==> config.mk <==
export PLATFORM = sky130hd
export DESIGN_NAME = triggerTop
export DESIGN_NICKNAME = d
export VERILOG_FILES = /design/src/design/triggerPkg.sv /design/src/design/detectorPkg.sv /design/src/design/layerSummaryIf.sv /design/src/design/triggerTop.sv /design/src/design/eventRecorder.sv /design/src/design/triggerDecision.sv /design/src/design/layerCounter.sv /design/src/design/hitConditioner.sv
export SDC_FILE = /design/constraint.sdc
export NUM_CORES = 2
export LEC_CHECK = 0
export BUFFER_PORTS_ARGS = -buffer_cell sky130_fd_sc_hd__buf_2
export CORE_MARGIN = 8
export CORE_UTILIZATION = 30
export DETAILED_ROUTE_END_ITERATION = 10
export RECOVER_POWER = 25
export SYNTH_ARGS = -nofsm -noshare
export SYNTH_HDL_FRONTEND = slang
export SYNTH_HIERARCHICAL = 1
export SYNTH_SLANG_ARGS = --single-unit
==> constraint.sdc <==
create_clock -name clk_adc -period 18.3 [get_ports clk_adc]
set_input_delay 1.83 -clock clk_adc [delete_from_list [all_inputs] [get_ports clk_adc]]
set_output_delay 1.83 -clock clk_adc [all_outputs]
set_load 0.01 [all_outputs]
==> src/design/triggerPkg.sv <==
package triggerPkg;

	//////////////////////////////
	// trigger bits
	//////////////////////////////

	// bit positions in the trigger vector and in the record bitstring
	typedef enum logic [2:0] {
		fourLayers, // a hit in every layer
		threeInRow, // one column hit in three layers or more
		separatedLayers, // two non neighbouring layers
		adjacentLayers, // two neighbouring layers
		nLayers, // layer count at or above threshold
		external, // external trigger line
		gtNHits, // bar count above threshold
		internal // digitizer internal trigger
	} triggerId;

	localparam int numTriggers = 8;
	typedef logic [numTriggers-1:0] triggerVec; // one bit per triggerId

	//////////////////////////////
	// dead time and output pulse
	//////////////////////////////

	localparam int deadWidth = 8;
	typedef logic [deadWidth-1:0] deadType; // per trigger dead timer

	localparam int pulseLength = 16; // triggerOut high time in cycles
	localparam int pulseWidth = $clog2(pulseLength + 1); // counter must hold pulseLength

	//////////////////////////////
	// event records
	//////////////////////////////

	localparam int timestampWidth = 56;
	typedef logic [timestampWidth-1:0] timestampType; // clk_adc cycles since reset or clear

	localparam int recordDepth = 8;
	typedef logic [$clog2(recordDepth)-1:0] recordIndex; // slot number, wraps at 8

endpackage

==> src/design/detectorPkg.sv <==
package detectorPkg;

	//////////////////////////////
	// detector geometry
	//////////////////////////////

	localparam int numLayers = 4; // bar layers, stacked
	localparam int barsPerLayer = 8; // one bar per column in every layer
	localparam int numBars = numLayers * barsPerLayer; // bar index is layer*8 + column
	localparam int numAuxLines = 2; // 0 is the external line, 1 the digitizer internal line
	localparam int numLines = numBars + numAuxLines; // aux lines sit above the bars

	//////////////////////////////
	// hit timing
	//////////////////////////////

	localparam int holdWidth = 6; // hold timer bits, same as coincidenceTime
	// a channel reads active only while its timer is above this,
	// so the stretched hit drops out a little before the dead logic clears
	localparam int activeMin = 2;

	typedef logic [holdWidth-1:0] holdType; // per channel stretch timer
	typedef logic [6:0] countType; // bar and layer counts, max 32 fits

endpackage
==> src/design/layerSummaryIf.sv <==
`timescale 1ns/1ps

// summary flags from the counter stage, all registered at E+3
interface layerSummaryIf;
	import detectorPkg::*;

	countType layersHit; // layers with at least one active bar
	countType barCount; // active bars summed over all layers
	logic rowTriple; // some column active in three layers or more
	logic separatedHit; // layers 0 and 2, or layers 1 and 3
	logic adjacentHit; // any neighbouring pair of layers
	logic externalHit; // aux line 0, stretched and delayed
	logic internalHit; // aux line 1

	modport source (
		output layersHit, barCount, rowTriple, separatedHit, adjacentHit,
		output externalHit, internalHit
	);
	modport sink (
		input layersHit, barCount, rowTriple, separatedHit, adjacentHit,
		input externalHit, internalHit
	);

endinterface

==> src/design/triggerTop.sv <==
`timescale 1ns/1ps

module triggerTop (
	input  logic                               clk_adc,
	input  logic                               resetClock2,
	input  logic [detectorPkg::numBars-1:0]     barLines,
	input  logic [detectorPkg::numAuxLines-1:0] auxLines,
	input  logic [detectorPkg::numLines-1:0]    channelMask,
	input  logic                               armed,
	input  triggerPkg::triggerVec              triggerEnable,
	input  detectorPkg::holdType               coincidenceTime,
	input  triggerPkg::deadType                deadTime,
	input  logic [31:0]                        prescale,
	input  logic [31:0]                        randNum,
	input  logic [7:0]                         nLayerThreshold,
	input  logic [7:0]                         nHitThreshold,
	input  logic                               syncHold,
	input  logic                               clearRecords,
	input  triggerPkg::recordIndex             recordSelect,
	output logic                               triggerOut,
	output triggerPkg::recordIndex             recordCount,
	output triggerPkg::triggerVec              recordBits,
	output triggerPkg::timestampType           recordTime
);
	import detectorPkg::*;
	import triggerPkg::*;

	logic [numLines-1:0] activeLines; // stretched hits, E+1
	triggerVec fireStrobe;
	triggerVec deadActive;

	layerSummaryIf summaryBus (); // counter to decision, E+3

	//////////////////////////////
	// pipeline
	//////////////////////////////

	hitConditioner uHitConditioner (
		.clk_adc         (clk_adc),
		.resetClock2     (resetClock2),
		.barLines        (barLines),
		.auxLines        (auxLines),
		.channelMask     (channelMask),
		.coincidenceTime (coincidenceTime),
		.activeLines     (activeLines)
	);

	layerCounter uLayerCounter (
		.clk_adc     (clk_adc),
		.resetClock2 (resetClock2),
		.activeLines (activeLines),
		.summary     (summaryBus.source)
	);

	triggerDecision uTriggerDecision (
		.clk_adc         (clk_adc),
		.resetClock2     (resetClock2),
		.summary         (summaryBus.sink),
		.triggerEnable   (triggerEnable),
		.armed           (armed),
		.prescale        (prescale),
		.randNum         (randNum),
		.nLayerThreshold (nLayerThreshold),
		.nHitThreshold   (nHitThreshold),
		.deadTime        (deadTime),
		.fireStrobe      (fireStrobe),
		.deadActive      (deadActive),
		.triggerOut      (triggerOut)
	);

	eventRecorder uEventRecorder (
		.clk_adc      (clk_adc),
		.resetClock2  (resetClock2),
		.fireStrobe   (fireStrobe),
		.deadActive   (deadActive),
		.syncHold     (syncHold),
		.clearRecords (clearRecords),
		.recordSelect (recordSelect),
		.recordCount  (recordCount),
		.recordBits   (recordBits),
		.recordTime   (recordTime)
	);

endmodule

==> src/design/eventRecorder.sv <==
`timescale 1ns/1ps

module eventRecorder (
	input  logic                   clk_adc,
	input  logic                   resetClock2,
	input  triggerPkg::triggerVec  fireStrobe,
	input  triggerPkg::triggerVec  deadActive,
	input  logic                   syncHold, // holds the commit while high
	input  logic                   clearRecords,
	input  triggerPkg::recordIndex recordSelect,
	output triggerPkg::recordIndex recordCount, // next slot to write
	output triggerPkg::triggerVec  recordBits,
	output triggerPkg::timestampType recordTime
);
	import triggerPkg::*;

	typedef enum logic {recIdle, recOpen} recState;

	recState state;
	timestampType timestamp; // free running clk_adc count
	triggerId lowestFired;
	triggerId firstTrig; // decides when the record closes
	triggerVec openBits; // bitstring collected so far
	timestampType openTime;
	logic commit;

	triggerVec bitsMem [recordDepth];
	timestampType timeMem [recordDepth];

	// lowest index wins when several fire together
	always_comb begin
		lowestFired = fourLayers;
		for (int n = numTriggers - 1; n >= 0; n--) begin
			if (fireStrobe[n]) lowestFired = triggerId'(n);
		end
	end

	assign commit = (state == recOpen) && !deadActive[firstTrig] && !syncHold;

	//////////////////////////////
	// open record FSM
	//////////////////////////////

	always_ff @(posedge clk_adc) begin
		if (resetClock2 || clearRecords) begin
			timestamp <= '0;
			state <= recIdle;
			recordCount <= '0;
		end else begin
			timestamp <= timestamp + 1'b1;
			case (state)
				recIdle: begin
					if (|fireStrobe) begin
						state <= recOpen;
						firstTrig <= lowestFired;
						openBits <= fireStrobe;
						openTime <= timestamp; // time of the first fire
					end
				end
				recOpen: begin
					if (commit) begin
						state <= recIdle;
						recordCount <= recordCount + 1'b1; // wraps after slot 7
					end else begin
						openBits <= openBits | fireStrobe; // merge later fires
					end
				end
				default: state <= recIdle;
			endcase
		end
	end

	// fires landing on the commit edge still go into this record
	always_ff @(posedge clk_adc) begin
		if (commit) begin
			bitsMem[recordCount] <= openBits | fireStrobe;
			timeMem[recordCount] <= openTime;
		end
	end

	assign recordBits = bitsMem[recordSelect];
	assign recordTime = timeMem[recordSelect];

endmodule

==> src/design/triggerDecision.sv <==
`timescale 1ns/1ps

module triggerDecision (
	input  logic                clk_adc,
	input  logic                resetClock2,
	layerSummaryIf.sink         summary,
	input  triggerPkg::triggerVec triggerEnable,
	input  logic                armed, // run level, low blocks every trigger
	input  logic [31:0]         prescale,
	input  logic [31:0]         randNum,
	input  logic [7:0]          nLayerThreshold,
	input  logic [7:0]          nHitThreshold,
	input  triggerPkg::deadType deadTime, // at least 1
	output triggerPkg::triggerVec fireStrobe,
	output triggerPkg::triggerVec deadActive,
	output logic                triggerOut
);
	import detectorPkg::*;
	import triggerPkg::*;

	logic passPrescale; // registered at E+3
	triggerVec condition;
	triggerVec fireNow; // decision for the coming edge
	deadType deadTimer [numTriggers];
	logic [pulseWidth-1:0] pulseCount;

	always_ff @(posedge clk_adc) begin
		if (resetClock2) begin
			passPrescale <= 1'b0;
		end else begin
			passPrescale <= randNum <= prescale; // prescale all ones always passes
		end
	end

	//////////////////////////////
	// trigger conditions
	//////////////////////////////

	always_comb begin
		condition = '0;
		condition[fourLayers] = summary.layersHit == numLayers;
		condition[threeInRow] = summary.rowTriple;
		condition[separatedLayers] = summary.separatedHit;
		condition[adjacentLayers] = summary.adjacentHit;
		condition[nLayers] = summary.layersHit >= nLayerThreshold;
		condition[external] = summary.externalHit; // own aux line
		condition[gtNHits] = summary.barCount > nHitThreshold; // strictly above
		condition[internal] = summary.internalHit;
	end

	// enable, not dead, armed, prescale and the condition itself
	always_comb begin
		for (int n = 0; n < numTriggers; n++) begin
			deadActive[n] = deadTimer[n] != '0;
			fireNow[n] = triggerEnable[n] & ~deadActive[n] & armed & passPrescale & condition[n];
		end
	end

	//////////////////////////////
	// dead timers and pulse
	//////////////////////////////

	always_ff @(posedge clk_adc) begin
		if (resetClock2) begin
			fireStrobe <= '0;
			for (int n = 0; n < numTriggers; n++) deadTimer[n] <= '0;
			pulseCount <= '0;
			triggerOut <= 1'b0;
		end else begin
			fireStrobe <= fireNow; // one cycle per fire
			for (int n = 0; n < numTriggers; n++) begin
				if (fireNow[n]) begin
					deadTimer[n] <= deadTime;
				end else if (deadActive[n]) begin
					deadTimer[n] <= deadTimer[n] - 1'b1;
				end
			end
			// a fire only starts the pulse if nothing was dead before this edge
			if ((|fireNow) && !(|deadActive)) begin
				pulseCount <= pulseWidth'(pulseLength);
			end else if (pulseCount != '0) begin
				pulseCount <= pulseCount - 1'b1;
			end
			triggerOut <= pulseCount != '0; // one stage late, high from E+5
		end
	end

endmodule

==> src/design/layerCounter.sv <==
`timescale 1ns/1ps

module layerCounter (
	input logic                            clk_adc,
	input logic                            resetClock2,
	input logic [detectorPkg::numLines-1:0] activeLines,
	layerSummaryIf.source                  summary
);
	import detectorPkg::*;

	countType layerNext [numLayers];
	countType columnNext [barsPerLayer];
	countType layerCount [numLayers]; // active bars per layer, E+2
	countType columnCount [barsPerLayer]; // active layers per column, E+2
	logic [numAuxLines-1:0] auxStage; // aux bits in step with the counts

	logic [numLayers-1:0] layerHit;
	countType layersNext;
	countType barsNext;
	logic tripleNext;

	//////////////////////////////
	// stage 1 counts
	//////////////////////////////

	always_comb begin
		for (int l = 0; l < numLayers; l++) begin
			layerNext[l] = '0;
			for (int c = 0; c < barsPerLayer; c++) begin
				layerNext[l] = layerNext[l] + countType'(activeLines[l*barsPerLayer + c]);
			end
		end
		// same bars, summed down each column
		for (int c = 0; c < barsPerLayer; c++) begin
			columnNext[c] = '0;
			for (int l = 0; l < numLayers; l++) begin
				columnNext[c] = columnNext[c] + countType'(activeLines[l*barsPerLayer + c]);
			end
		end
	end

	always_ff @(posedge clk_adc) begin
		if (resetClock2) begin
			for (int l = 0; l < numLayers; l++) layerCount[l] <= '0;
			for (int c = 0; c < barsPerLayer; c++) columnCount[c] <= '0;
			auxStage <= '0;
		end else begin
			layerCount <= layerNext;
			columnCount <= columnNext;
			auxStage <= activeLines[numLines-1:numBars]; // external, internal
		end
	end

	//////////////////////////////
	// stage 2 flags
	//////////////////////////////

	always_comb begin
		layersNext = '0;
		barsNext = '0;
		tripleNext = 1'b0;
		for (int l = 0; l < numLayers; l++) begin
			layerHit[l] = layerCount[l] != '0;
			layersNext = layersNext + countType'(layerHit[l]);
			barsNext = barsNext + layerCount[l];
		end
		for (int c = 0; c < barsPerLayer; c++) begin
			tripleNext = tripleNext | (columnCount[c] >= 3); // 3 of 4 layers in one column
		end
	end

	always_ff @(posedge clk_adc) begin
		if (resetClock2) begin
			summary.layersHit <= '0;
			summary.barCount <= '0;
			summary.rowTriple <= 1'b0;
			summary.separatedHit <= 1'b0;
			summary.adjacentHit <= 1'b0;
			summary.externalHit <= 1'b0;
			summary.internalHit <= 1'b0;
		end else begin
			summary.layersHit <= layersNext;
			summary.barCount <= barsNext;
			summary.rowTriple <= tripleNext;
			summary.separatedHit <= (layerHit[0] & layerHit[2]) | (layerHit[1] & layerHit[3]);
			summary.adjacentHit <= |(layerHit[numLayers-2:0] & layerHit[numLayers-1:1]);
			summary.externalHit <= auxStage[0]; // lands at E+3 like the bar flags
			summary.internalHit <= auxStage[1];
		end
	end

endmodule

==> src/design/hitConditioner.sv <==
`timescale 1ns/1ps

module hitConditioner (
	input  logic                               clk_adc,
	input  logic                               resetClock2,
	input  logic [detectorPkg::numBars-1:0]     barLines, // active low
	input  logic [detectorPkg::numAuxLines-1:0] auxLines, // active low
	input  logic [detectorPkg::numLines-1:0]    channelMask, // 1 keeps the channel
	input  detectorPkg::holdType                coincidenceTime,
	output logic [detectorPkg::numLines-1:0]    activeLines
);
	import detectorPkg::*;

	logic [numLines-1:0] rawLines; // bars low, aux on top
	logic [numLines-1:0] hitReg; // inverted and masked, sampled at E
	holdType holdTimer [numLines];

	assign rawLines = {auxLines, barLines};

	// invert so a floating or unplugged input reads as no hit
	always_ff @(posedge clk_adc) begin
		if (resetClock2) begin
			hitReg <= '0;
		end else begin
			hitReg <= ~rawLines & channelMask; // masked lines forced to 0
		end
	end

	//////////////////////////////
	// stretch each hit
	//////////////////////////////

	always_ff @(posedge clk_adc) begin
		if (resetClock2) begin
			for (int i = 0; i < numLines; i++) begin
				holdTimer[i] <= '0;
			end
		end else begin
			for (int i = 0; i < numLines; i++) begin
				if (hitReg[i]) begin
					holdTimer[i] <= coincidenceTime; // reload while the line stays low
				end else if (holdTimer[i] != '0) begin
					holdTimer[i] <= holdTimer[i] - 1'b1; // release, count down
				end
			end
		end
	end

	// active from E+1 on, for coincidenceTime - activeMin cycles after release
	always_comb begin
		for (int i = 0; i < numLines; i++) begin
			activeLines[i] = holdTimer[i] > activeMin;
		end
	end

endmodule

# == Yosys cells after proc, flatten, opt, wreduce, memory -nomap -nowiden ==
# Memories as Yosys holds them, arrays and structs flattened.
# Cells that the tools add are included.
# op_classes
addsub,103
n_mul,0
div_mod_pow,0
n_lt_le_gt_ge,46
eq_ne,3
n_shift,0
mux,399
bitwise_logic,140
n_reduce_logical,65
# op_table
cell,n
2-to-1 mux 6 bit,68
2-to-1 mux 1 bit,302
adder 7 x 1 -> 7 bit,42
greater-than comparator 6 x 2 -> 1 bit (second input constant),34
nonzero test 6 bit,34
subtractor 6 x 1 -> 6 bit (second input constant),34
2-to-1 mux 8 bit,18
OR 1 bit,92
nonzero test 8 bit,8
subtractor 8 x 1 -> 8 bit (second input constant),8
adder 56 x 1 -> 56 bit (second input constant),1
greater-or-equal comparator 7 x 2 -> 1 bit (second input constant),8
bitwise AND 1 bit,34
bitwise AND 34 bit,1
NOT 34 bit,1
less-or-equal comparator 32 bit,1
nonzero test 7 bit,4
adder 1 x 1 -> 2 bit,13
OR reduction 8 bit,3
adder 7 bit,3
case mux 8 bit (2 select lines),1
2-to-1 mux 3 bit,4
2-to-1 mux 5 bit,2
NOT 1 bit,10
23 further kinds,30
# totals
reg_bits,281
latch_bits,0
mem_bits_rw,780
mem_bits_ro,0
input_bits,178
out_inout_bits,68
wordCells,794
mem_count,4
# memory_table
name,words,width,rd,rd_ports_with_merged_regs,wr,line,source
uEventRecorder.timeMem,8,56,1,0,1,eventRecorder.sv:28,timestampType timeMem [recordDepth];
uHitConditioner.holdTimer,34,6,34,0,34,hitConditioner.sv:16,holdType holdTimer [numLines];
uEventRecorder.bitsMem,8,8,1,0,1,eventRecorder.sv:27,triggerVec bitsMem [recordDepth];
uTriggerDecision.deadTimer,8,8,8,0,8,triggerDecision.sv:24,deadType deadTimer [numTriggers];

# == Longest topological paths before layout ==
# An unclocked memory read counts as a cell.
# depth
word_depth,12
ltp_mapped,11
mapped_depth_nobuf,11

# == By module ==
# The synthesis kept the hierarchy.
# by_module_without_submodules
mod,n_inst,cells_each,area_per_inst_um2,seq_area_each_um2
eventRecorder,1,1169,24115.6,18587.8
hitConditioner,1,1524,14809.2,6806.5
triggerDecision,1,619,5592.9,2222.1
layerCounter,1,285,3074.2,1121.1

# == Worst setup path before layout ==
# No wires, ideal clock.
# synth_path
path_kind,flip-flop to flip-flop
from,mem uTriggerDecision/deadTimer[1][18] (netlist name)
to,mem uEventRecorder/bitsMem[0][0] (netlist name) (enable)
setup_time_ps,578
arrival_time_ps,7721
required_ps,17722
slack_ps,10001
path_stages_with_launch,10
period_less_slack_ps,8299
cell_sequence,edfxtp_1 -> or4_4 -> or3_1 -> buf_6 -> clkbuf_1 -> mux4_2 -> mux2_2 -> nor3b_2 -> nor2b_1 -> nor3b_1
# synth_rtl
item,line
from (decl),triggerDecision.sv:24
to (decl),eventRecorder.sv:27

# == Final worst setup path ==
# layout_path
from,in recordSelect[1]
to,out recordTime[5]
# layout_via
elab_chain_cells,1
# layout_lines
item,line,source
from (decl),triggerTop.sv:19,"input triggerPkg::recordIndex recordSelect,"
memory read (8 x 56 bit),n/a,
to (decl),triggerTop.sv:23,output triggerPkg::timestampType recordTime
# No other way between the ends.

==> results.tsv <==
metric	value	unit
power_frac_comb	30.9	%
syn_inst	3597	
fin_crit	6360	ps
max_slew.worst_pin.slew	1060	ps
fin_util	34.8	%
rsz0062_at_grt	false	
synth_top_family_by_area	simple AND/OR/NAND/NOR gates	
grt_pass1_vias	29687	
ys.flop_type	edfxtp_1	
cp_max_fo	55	
synth_area_leaders	edfxtp_1 (53%), dfxtp_1 (6.9%), mux4_2 (6.2%)	
hold_viol	0	
seq_area	0.0287	mm²
clock_path_buffers	3	
gp_congestion	0.811	
dr.pass1.iters	5	
synthMuxAreaShare	7.73	%
initial_core_util	30.1	%
crit_chain	buf_4 > buf_4 > buf_4 > mux4_2 > mux2_2 > buf_2	
routed.top_layer	met4	
ctsResizeCount	0	
drive_above_1_share	17.9	%
skew	52.5	ps
drt_iter0_markers	2007	
p_leak	19.8	nW
power.share.sequential	39.7	%
core_area	0.158	mm²
cts_setup_buffers	0	
synth-xor-area-share	3.28	%
pin_count	246	
slew-limit-headroom	29.1	%
die_x	414	µm
port_buffers	245	
synthesis.area	0.0476	mm²
antenna_left	0	
crit_path_end_kind	output pin	
synth_seq_area_share	60.4	%
drv_cap	0	
tns	0	ps
grt_max_degree	150	
cts_made_buffers	109	
max_freq	157	MHz
path_clk_slew	60	ps
fp.dieH	414	µm
row_count	146	
critical_path_class	primary input to output pin	
num_vias	28767	
hold_buffers	0	
status	finished, final reports clean	
numClockSinks	1012	
slew_viol_final	0	
post-route-period-util	34.8	%
peakVddDrop	87.4	µV
wl_met3	4200	µm
min_path_type	flip-flop to flip-flop	
drt_wl_total	109000	µm
cts-root-buf	clkbuf_16	
async_reset_ff_share	0	%
crit_slowest_cell	buf_4	
powerDensity	145	mW/mm²
wl_met2	53700	µm
synth-simple-area-share	11.8	%
fin_nets	4235	
holdWs	468	ps
finalPower	0.00796	W
pwr-share-clk	29.5	%
synth_top_area_share	53.4	%
p_int	0.00544	W
critical_path_arrival	4530	ps
synth_fa_ha_area_share	6.75	%
avgRoutedWirePerCell	18.1	µm
yosys.area.top_type	edfxtp_1	
synth_warnings	6	
grt-ovfl-total	0	
synth_enable_flop_cells	847	
netlist_top_cells_count	edfxtp_1 (847), nand2_1 (262), nor2_1 (258), inv_1 (207), ha_1 (204)	
grt_pass1_wl	170000	µm
grt_usage	12.3	%
synth.distinct_cells	73	
post-synth-top-count-cell	edfxtp_1	
dieArea	0.172	mm²
slowest_delay	770	ps
drt-met1-wl	47800	µm
synth_compound_area_share	6.97	%
viasPerCell	4.80	
cp_common_cell	buf_4	
h-tree-depth	3	
fillerInstances	15197	
start_kind	primary input	
placed_cells	5781	
multi_input_area	0.0175	mm²
finalSetupViolations	0	
swShare	31.6	%
synth_seq_cells	1012	
required	16470	ps
drc	0	
final_cells	5991	
dp_hpwl	70400	µm
cts_tree	yes	
power_switching	0.00252	W
syn_area_per_cell	13.2	µm²
antenna_found_initial	9	
syn_to_final_growth	15.5	%
insertion_delay	750	ps
==> metrics by stage <==
step / instance area (µm²) / worst slack, ps
global placement: 51100 / 11980
detailed placement: 51100 / 11900
global route: 55000 / 11820
floorplan: 47600 / 10000
finish: 55000 / 11940
CTS: 55000 / 11880
==> power by group through the flow <==
stage               registers [W]  clock network, W  logic, W
floorplan                 0.00312                 0   0.00194
global placement          0.00319                 0   0.00241
detailed placement        0.00320                 0   0.00247
CTS                       0.00316           0.00242   0.00250
global route              0.00320           0.00249   0.00285
finish                    0.00316           0.00235   0.00246
==> worst paths after layout <==
| kind | endpoint | start | cells past startpoint | slack [ps] |
|---|---|---|---|---|
| min reg2reg | uEventRecorder/openTime[55] | uEventRecorder/timestamp[55] | 0 | 470 |
| max | recordTime[5] | recordSelect[1] | 6 | 11940 |
| max reg2reg | uEventRecorder/timeMem[6][30] | uTriggerDecision/deadTimer[1][18] | 9 | 13240 |
| min | uEventRecorder/openTime[55] | uEventRecorder/timestamp[55] | 0 | 470 |
==> critical path, delay by kind of cell <==
kind	cells	cell delay, ps
buffers and inverters	4	1880
multiplexers	2	730
==> flip-flops by register name, indices dropped and copies added (netlist names), 2 cells and up <==
| signal | flops |
|---|---|
| uLayerCounter/summary.layersHit | 3 |
| uEventRecorder/timestamp | 56 |
| uEventRecorder/recordCount | 3 |
| uLayerCounter/summary.barCount | 6 |
| uTriggerDecision/pulseCount | 5 |
| uHitConditioner/holdTimer | 204 |
| uLayerCounter/auxStage | 2 |
| uTriggerDecision/fireStrobe | 8 |
| uEventRecorder/firstTrig | 3 |
| uLayerCounter/columnCount | 24 |
| uEventRecorder/openBits | 8 |
| uLayerCounter/layerCount | 16 |
| uEventRecorder/openTime | 56 |
| uEventRecorder/timeMem | 448 |
| uTriggerDecision/deadTimer | 64 |
| uEventRecorder/bitsMem | 64 |
| uHitConditioner/hitReg | 34 |
==> placed cells by master, fill, tap and decap left out, types with 33 or more instances in the layout <==
cell | Yosys | routed
edfxtp_1 | 847 | 847
nand2_1 | 262 | 262
nor2_1 | 258 | 257
buf_2 | 14 | 241
inv_1 | 207 | 207
ha_1 | 204 | 204
a21oi_1 | 182 | 182
dfxtp_1 | 165 | 165
mux4_2 | 130 | 130
or3_1 | 118 | 118
o21ai_0 | 117 | 117
clkbuf_16 | 0 | 110
xnor2_1 | 105 | 105
xor2_1 | 73 | 73
nor3b_1 | 70 | 67
mux2_2 | 66 | 66
nor3_1 | 53 | 52
nor2b_1 | 53 | 51
nor4_1 | 49 | 49
a22oi_1 | 46 | 46
fa_1 | 33 | 33
==> kinds of logic (layout without fill, tap and decap cells) <==
| family | after synthesis | in the layout |
|---|---|---|
| AND/OR/NAND/NOR | 1070 | 1070 |
| AO/OA/AOI/OAI | 527 | 527 |
| flip-flops | 1012 | 1012 |
| other | 1 | 9 |
| multiplexers | 197 | 197 |
| XOR/XNOR | 178 | 178 |
| adder cells (fa/ha/maj) | 237 | 237 |
| buffers and inverters | 375 | 689 |
==> layer usage <==
layer,track usage [%],up-vias
li1,-,13851
met2,21.4,531
met3,2.08,157
met1,15.5,14228
met5,0,-
met4,3.82,0
==> cell type report <==
type	count	area share, %
multi-input cells	2214	31.8
well taps	2072	4.72
repair buffers	276	2.72
flip-flops and latches	1012	52.3
inverters	207	1.41
clock inverters	61	1.68
diodes	4	0.0182
clock buffers	145	5.41
(Power assumes the default switching activity.)
